--- src/accel_pkg.sv ---
package accel_pkg;

   ////////////////////////////////////////
   // Widths that carry a meaning
   ////////////////////////////////////////

   typedef logic [7:0]         byte_t;       // One byte on the I2C bus
   typedef logic signed [15:0] axis_t;       // One acceleration sample
   typedef logic [6:0]         dev_addr_t;   // 7-bit I2C device address
   typedef logic [2:0]         wb_adr_t;     // Wishbone register index
   typedef logic [15:0]        wb_dat_t;
   typedef logic [2:0]         byte_idx_t;   // Byte position within a burst

   // X low, X high, Y low, Y high, Z low, Z high
   localparam int BURST_BYTES = 6;

   ////////////////////////////////////////
   // Register map
   ////////////////////////////////////////

   localparam wb_adr_t REG_CTRL     = 3'd0;
   localparam wb_adr_t REG_STATUS   = 3'd1;
   localparam wb_adr_t REG_DEV_ADDR = 3'd2;
   localparam wb_adr_t REG_PTR      = 3'd3;
   localparam wb_adr_t REG_X        = 3'd4;
   localparam wb_adr_t REG_Y        = 3'd5;
   localparam wb_adr_t REG_Z        = 3'd6;

   localparam dev_addr_t DEV_ADDR_RESET = 7'h53;   // ADXL345 with ALT ADDRESS tied low
   localparam byte_t     PTR_RESET      = 8'h32;   // DATAX0

   // Phases of the burst engine
   typedef enum logic [2:0] {
      PHASE_IDLE,
      PHASE_START,
      PHASE_ADDRESS,
      PHASE_POINTER,
      PHASE_ACK,
      PHASE_RSTART,
      PHASE_READ,
      PHASE_STOP
   } bus_phase_e;

endpackage

--- src/accel_reader_top.sv ---
`timescale 1ns/100ps

module accel_reader_top #(
   parameter int unsigned SCL_HALF_CYCLES = 4   // System clocks per SCL half period
) (
   input  logic               Clk_i,
   input  logic               Reset_i,
   input  logic               wb_cyc_i,
   input  logic               wb_stb_i,
   input  logic               wb_we_i,
   input  accel_pkg::wb_adr_t wb_adr_i,
   input  accel_pkg::wb_dat_t wb_dat_i,
   output accel_pkg::wb_dat_t wb_dat_o,
   output logic               wb_ack_o,
   output logic               scl_o,
   input  logic               sda_i,
   output logic               sda_oe_o,
   output logic               irq_o
);

   logic                 start;
   logic                 busy;
   logic                 done;
   logic                 nack;
   accel_pkg::dev_addr_t dev_addr;
   accel_pkg::byte_t     ptr;
   logic                 scl_run;
   logic                 scl_rise;
   logic                 scl_fall;
   accel_pkg::byte_t     rx_byte;
   logic                 byte_valid;
   accel_pkg::byte_idx_t byte_idx;
   accel_pkg::axis_t     axis_x;
   accel_pkg::axis_t     axis_y;
   accel_pkg::axis_t     axis_z;

   accel_regs u_regs (
      .Clk_i, .Reset_i,
      .wb_cyc_i, .wb_stb_i, .wb_we_i, .wb_adr_i, .wb_dat_i, .wb_dat_o, .wb_ack_o,
      .start_o (start), .dev_addr_o (dev_addr), .ptr_o (ptr),
      .busy_i (busy), .done_i (done), .nack_i (nack),
      .axis_x_i (axis_x), .axis_y_i (axis_y), .axis_z_i (axis_z),
      .irq_o
   );

   i2c_burst_engine u_engine (
      .Clk_i, .Reset_i,
      .start_i (start), .dev_addr_i (dev_addr), .ptr_i (ptr),
      .scl_rise_i (scl_rise), .scl_fall_i (scl_fall), .sda_i,
      .scl_run_o (scl_run), .sda_oe_o,
      .rx_byte_o (rx_byte), .byte_valid_o (byte_valid), .byte_idx_o (byte_idx),
      .busy_o (busy), .done_o (done), .nack_o (nack)
   );

   scl_timer #(.SCL_HALF_CYCLES(SCL_HALF_CYCLES)) u_scl (
      .Clk_i, .Reset_i,
      .scl_run_i (scl_run), .scl_o, .scl_rise_o (scl_rise), .scl_fall_o (scl_fall)
   );

   axis_assembler u_axes (
      .Clk_i, .Reset_i,
      .byte_valid_i (byte_valid), .byte_idx_i (byte_idx), .rx_byte_i (rx_byte),
      .axis_x_o (axis_x), .axis_y_o (axis_y), .axis_z_o (axis_z)
   );

endmodule

--- src/accel_regs.sv ---
`timescale 1ns/100ps

module accel_regs (
   input  logic                 Clk_i,
   input  logic                 Reset_i,
   input  logic                 wb_cyc_i,
   input  logic                 wb_stb_i,
   input  logic                 wb_we_i,
   input  accel_pkg::wb_adr_t   wb_adr_i,
   input  accel_pkg::wb_dat_t   wb_dat_i,
   output accel_pkg::wb_dat_t   wb_dat_o,
   output logic                 wb_ack_o,
   output logic                 start_o,
   output accel_pkg::dev_addr_t dev_addr_o,
   output accel_pkg::byte_t     ptr_o,
   input  logic                 busy_i,
   input  logic                 done_i,
   input  logic                 nack_i,
   input  accel_pkg::axis_t     axis_x_i,
   input  accel_pkg::axis_t     axis_y_i,
   input  accel_pkg::axis_t     axis_z_i,
   output logic                 irq_o
);

   logic               req;
   logic               wr_req;
   logic               rd_req;
   logic               done_q;   // Sticky until STATUS is read
   logic               nack_q;
   accel_pkg::wb_dat_t rd_data;

   assign req    = wb_cyc_i & wb_stb_i & ~wb_ack_o;
   assign wr_req = req & wb_we_i;
   assign rd_req = req & ~wb_we_i;

   always_comb
   begin
      unique case (wb_adr_i)
         accel_pkg::REG_STATUS:   rd_data = {13'd0, nack_q, done_q, busy_i};
         accel_pkg::REG_DEV_ADDR: rd_data = accel_pkg::wb_dat_t'(dev_addr_o);
         accel_pkg::REG_PTR:      rd_data = accel_pkg::wb_dat_t'(ptr_o);
         accel_pkg::REG_X:        rd_data = axis_x_i;
         accel_pkg::REG_Y:        rd_data = axis_y_i;
         accel_pkg::REG_Z:        rd_data = axis_z_i;
         default:                 rd_data = '0;   // CTRL only triggers
      endcase
   end

   ////////////////////////////////////////
   // Bus side
   ////////////////////////////////////////

   always_ff @(posedge Clk_i or negedge Reset_i)
   begin
      if (!Reset_i)
      begin
         wb_ack_o   <= 1'b0;
         wb_dat_o   <= '0;
         start_o    <= 1'b0;
         dev_addr_o <= accel_pkg::DEV_ADDR_RESET;
         ptr_o      <= accel_pkg::PTR_RESET;
      end
      else
      begin
         wb_ack_o <= req;
         start_o  <= wr_req && wb_adr_i == accel_pkg::REG_CTRL && wb_dat_i[0];
         if (rd_req)
            wb_dat_o <= rd_data;
         if (wr_req && wb_adr_i == accel_pkg::REG_DEV_ADDR)
            dev_addr_o <= wb_dat_i[6:0];
         if (wr_req && wb_adr_i == accel_pkg::REG_PTR)
            ptr_o <= wb_dat_i[7:0];
      end
   end

   // A completing burst wins over a clearing STATUS read
   always_ff @(posedge Clk_i or negedge Reset_i)
   begin
      if (!Reset_i)
      begin
         done_q <= 1'b0;
         nack_q <= 1'b0;
      end
      else
      begin
         if (done_i)
            done_q <= 1'b1;
         else if (rd_req && wb_adr_i == accel_pkg::REG_STATUS)
            done_q <= 1'b0;
         if (done_i && nack_i)
            nack_q <= 1'b1;
         else if (start_o)
            nack_q <= 1'b0;
      end
   end

   assign irq_o = done_q;

   ack_needs_request: assert property (@(posedge Clk_i) disable iff (!Reset_i)
      $rose(wb_ack_o) |-> wb_cyc_i && wb_stb_i);

endmodule

--- src/axis_assembler.sv ---
`timescale 1ns/100ps

module axis_assembler (
   input  logic                 Clk_i,
   input  logic                 Reset_i,
   input  logic                 byte_valid_i,
   input  accel_pkg::byte_idx_t byte_idx_i,
   input  accel_pkg::byte_t     rx_byte_i,
   output accel_pkg::axis_t     axis_x_o,
   output accel_pkg::axis_t     axis_y_o,
   output accel_pkg::axis_t     axis_z_o
);

   accel_pkg::axis_t axis_q [3];
   logic [1:0]       axis_sel;
   logic             high_half;

   // Two bytes per axis, the even one is the low byte
   assign axis_sel  = byte_idx_i[2:1];
   assign high_half = byte_idx_i[0];

   always_ff @(posedge Clk_i or negedge Reset_i)
   begin
      if (!Reset_i)
      begin
         for (int i = 0; i < 3; i++)
         begin
            axis_q[i] <= '0;
         end
      end
      else if (byte_valid_i && axis_sel != 2'd3)
      begin
         if (high_half)
            axis_q[axis_sel][15:8] <= rx_byte_i;
         else
            axis_q[axis_sel][7:0]  <= rx_byte_i;
      end
   end

   assign axis_x_o = axis_q[0];
   assign axis_y_o = axis_q[1];
   assign axis_z_o = axis_q[2];

endmodule

--- src/i2c_burst_engine.sv ---
`timescale 1ns/100ps

module i2c_burst_engine (
   input  logic                 Clk_i,
   input  logic                 Reset_i,
   input  logic                 start_i,
   input  accel_pkg::dev_addr_t dev_addr_i,
   input  accel_pkg::byte_t     ptr_i,
   input  logic                 scl_rise_i,
   input  logic                 scl_fall_i,
   input  logic                 sda_i,
   output logic                 scl_run_o,
   output logic                 sda_oe_o,
   output accel_pkg::byte_t     rx_byte_o,
   output logic                 byte_valid_o,
   output accel_pkg::byte_idx_t byte_idx_o,
   output logic                 busy_o,
   output logic                 done_o,
   output logic                 nack_o
);

   localparam accel_pkg::byte_idx_t LAST_BYTE = accel_pkg::byte_idx_t'(accel_pkg::BURST_BYTES - 1);

   accel_pkg::bus_phase_e phase;
   accel_pkg::bus_phase_e after_ack;   // Where to go once the ACK bit is over
   accel_pkg::dev_addr_t  addr_q;
   accel_pkg::byte_t      ptr_q;
   accel_pkg::byte_t      shift_q;
   accel_pkg::byte_idx_t  byte_cnt;
   logic [2:0]            bit_cnt;
   logic                  rd_mode;
   logic                  check_ack;   // Slave owns the ACK bit
   logic                  ack_bad;

   ////////////////////////////////////////
   // Burst FSM
   ////////////////////////////////////////

   // SDA moves on a falling strobe, except for START, Sr and STOP which move while SCL is high
   always_ff @(posedge Clk_i or negedge Reset_i)
   begin
      if (!Reset_i)
      begin
         phase        <= accel_pkg::PHASE_IDLE;
         after_ack    <= accel_pkg::PHASE_IDLE;
         addr_q       <= accel_pkg::DEV_ADDR_RESET;
         ptr_q        <= accel_pkg::PTR_RESET;
         shift_q      <= '0;
         byte_cnt     <= '0;
         bit_cnt      <= '0;
         rd_mode      <= 1'b0;
         check_ack    <= 1'b0;
         ack_bad      <= 1'b0;
         scl_run_o    <= 1'b0;
         sda_oe_o     <= 1'b0;
         byte_valid_o <= 1'b0;
         done_o       <= 1'b0;
         nack_o       <= 1'b0;
      end
      else
      begin
         done_o       <= 1'b0;
         byte_valid_o <= 1'b0;
         unique case (phase)
            accel_pkg::PHASE_IDLE:
            begin
               if (start_i)   // START: SDA falls while SCL rests high
               begin
                  addr_q    <= dev_addr_i;
                  ptr_q     <= ptr_i;
                  shift_q   <= {dev_addr_i, 1'b0};
                  rd_mode   <= 1'b0;
                  bit_cnt   <= '0;
                  byte_cnt  <= '0;
                  nack_o    <= 1'b0;
                  sda_oe_o  <= 1'b1;
                  scl_run_o <= 1'b1;
                  phase     <= accel_pkg::PHASE_START;
               end
            end
            accel_pkg::PHASE_START:
            begin
               if (scl_fall_i)
               begin
                  sda_oe_o <= ~shift_q[7];
                  bit_cnt  <= '0;
                  phase    <= accel_pkg::PHASE_ADDRESS;
               end
            end
            accel_pkg::PHASE_ADDRESS, accel_pkg::PHASE_POINTER:
            begin
               if (scl_fall_i && bit_cnt == 3'd7)
               begin
                  sda_oe_o  <= 1'b0;   // Let the slave answer
                  check_ack <= 1'b1;
                  phase     <= accel_pkg::PHASE_ACK;
                  if (phase == accel_pkg::PHASE_POINTER)
                     after_ack <= accel_pkg::PHASE_RSTART;
                  else if (rd_mode)
                     after_ack <= accel_pkg::PHASE_READ;
                  else
                     after_ack <= accel_pkg::PHASE_POINTER;
               end
               else if (scl_fall_i)
               begin
                  shift_q  <= {shift_q[6:0], 1'b0};
                  sda_oe_o <= ~shift_q[6];
                  bit_cnt  <= bit_cnt + 1'b1;
               end
            end
            accel_pkg::PHASE_ACK:
            begin
               if (scl_rise_i)
                  ack_bad <= check_ack & sda_i;
               if (scl_fall_i && ack_bad)
               begin
                  nack_o   <= 1'b1;
                  sda_oe_o <= 1'b1;   // Hold SDA low for the early STOP
                  phase    <= accel_pkg::PHASE_STOP;
               end
               else if (scl_fall_i)
               begin
                  phase   <= after_ack;
                  bit_cnt <= '0;
                  unique case (after_ack)
                     accel_pkg::PHASE_POINTER:
                     begin
                        shift_q  <= ptr_q;
                        sda_oe_o <= ~ptr_q[7];
                     end
                     accel_pkg::PHASE_STOP: sda_oe_o <= 1'b1;
                     default:               sda_oe_o <= 1'b0;
                  endcase
               end
            end
            accel_pkg::PHASE_RSTART:
            begin
               if (scl_rise_i)
               begin
                  sda_oe_o <= 1'b1;
                  shift_q  <= {addr_q, 1'b1};
                  rd_mode  <= 1'b1;
                  phase    <= accel_pkg::PHASE_START;
               end
            end
            accel_pkg::PHASE_READ:
            begin
               if (scl_rise_i)
               begin
                  shift_q <= {shift_q[6:0], sda_i};   // MSB first
                  bit_cnt <= bit_cnt + 1'b1;
                  if (bit_cnt == 3'd7)
                     byte_valid_o <= 1'b1;
               end
               else if (scl_fall_i && bit_cnt == 3'd0)
               begin
                  check_ack <= 1'b0;
                  sda_oe_o  <= (byte_cnt != LAST_BYTE);   // NACK the last byte
                  after_ack <= (byte_cnt == LAST_BYTE) ? accel_pkg::PHASE_STOP
                                                       : accel_pkg::PHASE_READ;
                  byte_cnt  <= byte_cnt + 1'b1;
                  phase     <= accel_pkg::PHASE_ACK;
               end
            end
            accel_pkg::PHASE_STOP:
            begin
               if (!scl_run_o)   // SCL parked high, now release SDA
               begin
                  sda_oe_o <= 1'b0;
                  done_o   <= 1'b1;
                  phase    <= accel_pkg::PHASE_IDLE;
               end
               else if (scl_rise_i)
                  scl_run_o <= 1'b0;
            end
         endcase
      end
   end

   assign rx_byte_o  = shift_q;
   assign byte_idx_o = byte_cnt;
   assign busy_o     = (phase != accel_pkg::PHASE_IDLE);

   byte_idx_in_range: assert property (@(posedge Clk_i) disable iff (!Reset_i)
      byte_valid_o |-> byte_idx_o < accel_pkg::BURST_BYTES);

endmodule

--- src/scl_timer.sv ---
`timescale 1ns/100ps

module scl_timer #(
   parameter int unsigned SCL_HALF_CYCLES = 4
) (
   input  logic Clk_i,
   input  logic Reset_i,
   input  logic scl_run_i,
   output logic scl_o,
   output logic scl_rise_o,
   output logic scl_fall_o
);

   localparam int CNT_W = $clog2(SCL_HALF_CYCLES + 1);

   logic [CNT_W-1:0] half_cnt;
   logic             scl_q;
   logic             scl_d;   // SCL one clock later

   // Divider, SCL parks high whenever the engine stops it
   always_ff @(posedge Clk_i or negedge Reset_i)
   begin
      if (!Reset_i)
      begin
         half_cnt <= '0;
         scl_q    <= 1'b1;
      end
      else if (!scl_run_i)
      begin
         half_cnt <= '0;
         scl_q    <= 1'b1;
      end
      else if (half_cnt == CNT_W'(SCL_HALF_CYCLES - 1))
      begin
         half_cnt <= '0;
         scl_q    <= ~scl_q;
      end
      else
      begin
         half_cnt <= half_cnt + 1'b1;
      end
   end

   always_ff @(posedge Clk_i or negedge Reset_i)
   begin
      if (!Reset_i)
         scl_d <= 1'b1;
      else
         scl_d <= scl_q;
   end

   assign scl_o      = scl_q;
   assign scl_rise_o = scl_q & ~scl_d;   // High in the clock after the toggle
   assign scl_fall_o = ~scl_q & scl_d;

   strobes_exclusive: assert property (@(posedge Clk_i) disable iff (!Reset_i)
      !(scl_rise_o && scl_fall_o));

endmodule

--- config.mk ---
export PLATFORM = sky130hd
export DESIGN_NAME = accel_reader_top
export DESIGN_NICKNAME = d
export VERILOG_FILES = /design/src/accel_pkg.sv /design/src/accel_reader_top.sv /design/src/accel_regs.sv /design/src/axis_assembler.sv /design/src/i2c_burst_engine.sv /design/src/scl_timer.sv
export SDC_FILE = /design/constraint.sdc
export NUM_CORES = 1
export LEC_CHECK = 0
export ABC_AREA = 1
export BUFFER_PORTS_ARGS = -buffer_cell sky130_fd_sc_hd__buf_2
export CORE_ASPECT_RATIO = 2
export CORE_MARGIN = 2
export CORE_UTILIZATION = 25
export DETAILED_ROUTE_END_ITERATION = 8
export SYNTH_ARGS = -nofsm -noshare
export SYNTH_HDL_FRONTEND = slang
export SYNTH_SLANG_ARGS = --single-unit
--- constraint.sdc ---
create_clock -name Clk_i -period 4.3 [get_ports Clk_i]
set_input_delay 0.86 -clock Clk_i [delete_from_list [all_inputs] [get_ports Clk_i]]
set_output_delay 0.86 -clock Clk_i [all_outputs]
set_load 0.03 [all_outputs]
==> metrics.md <==
| Metric | Value |
|---|---|
| IO Pins | `45` |
| R2r setup slk | `2060 ps` |
| Filler cells | `around 2,600` |
| Setup crit end kind | `flop` |
| Drt drc | `0` |
| Clock Skews | `10.8 ps` |
| Critical path endpoint | `u_engine.rx_byte_o[0]` |
| Most used DFF post-synth | `dfrtp_1` |
| CP Data Required Time | `about 4600 ps` |
| Pwr Total | `3.85 mW` |
| Asr flop ratio synth | `100%` |
| Maxcap violations | `0` |
| M1 GR Usage | `between 10 and 15%` |
| Final Util | `29.5%` |
| Clock Latency Late Sink | `440 ps` |
| Leading area contributor after synthesis | `dfrtp_1` |
| Critical Path Start Type | `flop` |
| Routed wire per std cell | `~15 µm` |
| WP data arrival | `2570 ps` |
| Post-Syn Nets | `793` |
| Placed Instance Area | `6580 µm²` |
| M2 GR Usage | `roughly a quarter` |
| Worst R2R End | `u_engine.rx_byte_o[0]` |
| Setup violators final | `0` |
| CP Class | `flop to flop` |
| Core Region | `24,300 µm²` |
| Fin Setup TNS | `0 ps` |
| Antenna-violating nets left | `0` |
| Area grow syn2layout | `17.0%` |
| First-pass GRT wire length | `26,300 µm` |
| Vias | `5,014` |
| Vias in the first global route | `5,082` |
| Rel. slew slack | `43.4%` |
| Final Cell Area | `7180 µm²` |
| Mapped Avg Cell Area | `8.05 µm²` |
| GR peak layer | `met2` |
| Worst Tran Pin Value | `849 ps` |
| Net Switching | `~1.4 mW` |
| Gate power share | `approximately 22%` |
| Period utilization | `52.0%` |
| Resized cells post-CTS | `0` |
| FF-to-FF Start | `u_engine.phase[1]` |
| Clock root buffer | `clkbuf_16` |
| Port bufs | `36` |
| Internal Pwr Total | `around 2.5 mW` |
| Layout cells sized above 1 | `16.0%` |
| Worst R2R Path Depth | `7` |
| Post-Syn Instances | `762` |
| Peak VDD IR | `0.000284 V` |
| Total CTS buffers | `17` |
| Clock Power Share | `37.8%` |
| Clk slew on worst S/H paths | `60 ps` |
| Finished Layout Cells | `1,100` |
| EDFF count, synth | `0` |
| Ant. Diodes | `0` |
| Initial antenna violation count | `0` |
| Crit path max fanout | `18` |
| Power density cells | `537 nW/µm²` |
| Via density | `4.56` |
| Seq pwr share | `40.1%` |
| Die W | `around 110 µm` |
| Routed WL | `between 15,000 and 20,000 µm` |
| Met3 usage | `about 2.3%` |
| Rows | `81` |
| LEAKAGE | `3.57 nW` |
| Sequential cell area fraction in the yosys report | `53.8%` |
| Hold-fix buffer count after cts | `0` |
| Register area | `3300 µm²` |
| Crit. Startpoint | `u_engine.phase[1]` |
| CTS tree | `done` |
| DP Worst Slack | `1790 ps` |
| CTS sink cnt | `approximately 130` |
| Switch share | `36.4%` |
| Detailed-router iteration count before antenna repair | `5` |
| Distinct cells, synth | `29` |
| Most common cell in the netlist | `nand2_1` |
| Synth cell count leaders | `316 x nand2_1, 115 x dfrtp_1, 62 x o21ai_0, 54 x nand3_1, 49 x inv_1` |
| Initial DRC Count | `279` |
| Outcome | `complete, no violations` |
| Routability congestion estimate | `0.832` |
| Top-area cell type share of the netlist area | `46.9%` |
| Post-Syn Area | `6130 µm²` |
| Die area | `25,900 µm²` |
| Largest cells by area after synthesis | `dfrtp_1 47%, nand2_1 19%, dfstp_2 6.9%` |
| Die Ht | `225 µm` |
| Worst hold path class | `flop to flop` |
| Post-CTS Setup Bufs | `0` |
| Final Max Tran Viols | `0` |
| Global route overflow | `0` |
| Synth Register Bits | `131` |
| Nets@finish | `828` |
| Largest net degree at the start of global routing | `67` |
| Final Worst Setup Slack | `between 2000 and 2500 ps` |
| Total track usage | `between 10% and 20%` |
| Initial Utilization | `25.2%` |
| Multi-input logic area | `2450 µm²` |
| Final Hold Viols | `0` |
| RSZ-0062 raised after global routing | `no` |
| Htree depth | `4` |
| Smallest hold slack | `392 ps` |
| Synth warnings | `0` |
| Worst-case clock buffer depth | `2` |
| Post-Place Cells | `1,068` |
| Min Tclk post-route | `2240 ps` |
| Post-DP HPWL | `11,900 µm` |
| Achievable frequency | `around 0.45 GHz` |
## registers in the layout, summed over array words and instances (netlist names), 3 cells and up
| signal | flops |
|---|---|
| u_engine.phase | 3 |
| u_engine.after_ack | 3 |
| u_axes.axis_x_o | 16 |
| u_engine.addr_q | 7 |
| u_engine.byte_idx_o | 3 |
| u_engine.bit_cnt | 3 |
| u_axes.axis_z_o | 16 |
| u_engine.ptr_q | 8 |
| u_regs.wb_dat_o | 16 |
| u_engine.rx_byte_o | 8 |
| u_regs.dev_addr_o | 7 |
| u_axes.axis_y_o | 16 |
| u_scl.half_cnt | 3 |
| u_regs.ptr_o | 8 |
## cells in the final DEF (no fill, tap or decap), drive strengths merged
master and n:
a21oi 6, a22o 1, a22oi 1, buf 39, bufinv 1, clkbuf 17, clkinv 4, clkinvlp 3
dfrtp 115, dfstp 16, ha 6, inv 74, nand2 321, nand3 58, nand4 9, nor2 40
nor3 7, o211ai 1, o21ai 89, o22ai 2
## worst min-delay path by stage
stage | startpoint | end | slack [ps] | cells past startpoint
floorplan | u_scl.half_cnt[0] | u_scl.half_cnt[0] | 410 | 1
global placement | u_scl.scl_o | u_scl.scl_d | 380 | 0
detailed placement | u_scl.scl_o | u_scl.scl_d | 380 | 0
CTS | u_scl.scl_o | u_scl.scl_d | 390 | 0
global route | u_scl.scl_o | u_scl.scl_d | 400 | 0
finish | u_scl.scl_o | u_scl.scl_d | 390 | 0
## power by group through the flow
| stage | registers [mW] | logic [mW] | clock network [mW] |
|---|---|---|---|
| detailed placement | 1.56 | 0.853 | 0 |
| floorplan | 1.52 | 0.625 | 0 |
| global placement | 1.56 | 0.843 | 0 |
| global route | 1.56 | 0.962 | 1.53 |
| CTS | 1.54 | 0.857 | 1.49 |
| finish | 1.55 | 0.852 | 1.46 |
## kinds of logic (layout without fill, tap and decap cells)
| group | Yosys count | after routing | share of synthesized area (%) |
|---|---|---|---|
| simple gates | 435 | 435 | 29.8 |
| compound gates | 100 | 100 | 8.96 |
| fa+ha+maj | 6 | 6 | 1.22 |
| flops | 131 | 131 | 53.8 |
| buf+inv | 90 | 138 | 6.22 |
## layout make-up
class                   count  share of cell area [%]
repair buffers             39                    3.03
clock inverters            15                    2.35
inverters                  67                    3.50
multi-input cells         541                    34.2
clock buffers              17                    5.93
flip-flops and latches    131                    46.0
well taps                 290                    5.06
## per-layer routing
layer	vias up	share of wire, %
met5	-	0
met4	0	6.5
met3	45	2.1
met2	94	56
met1	2379	36
li1	2496	-
## worst max-delay path: stages (launching register included)
cell and delay, ps:
dfrtp_1 810, nor2_2 120, nand2_1 250, nor2_1 120, a21oi_4 370, nand3_2 270, nand2_1 120, nand2_1 60
Note: power is estimated with default switching activity, not from simulation.
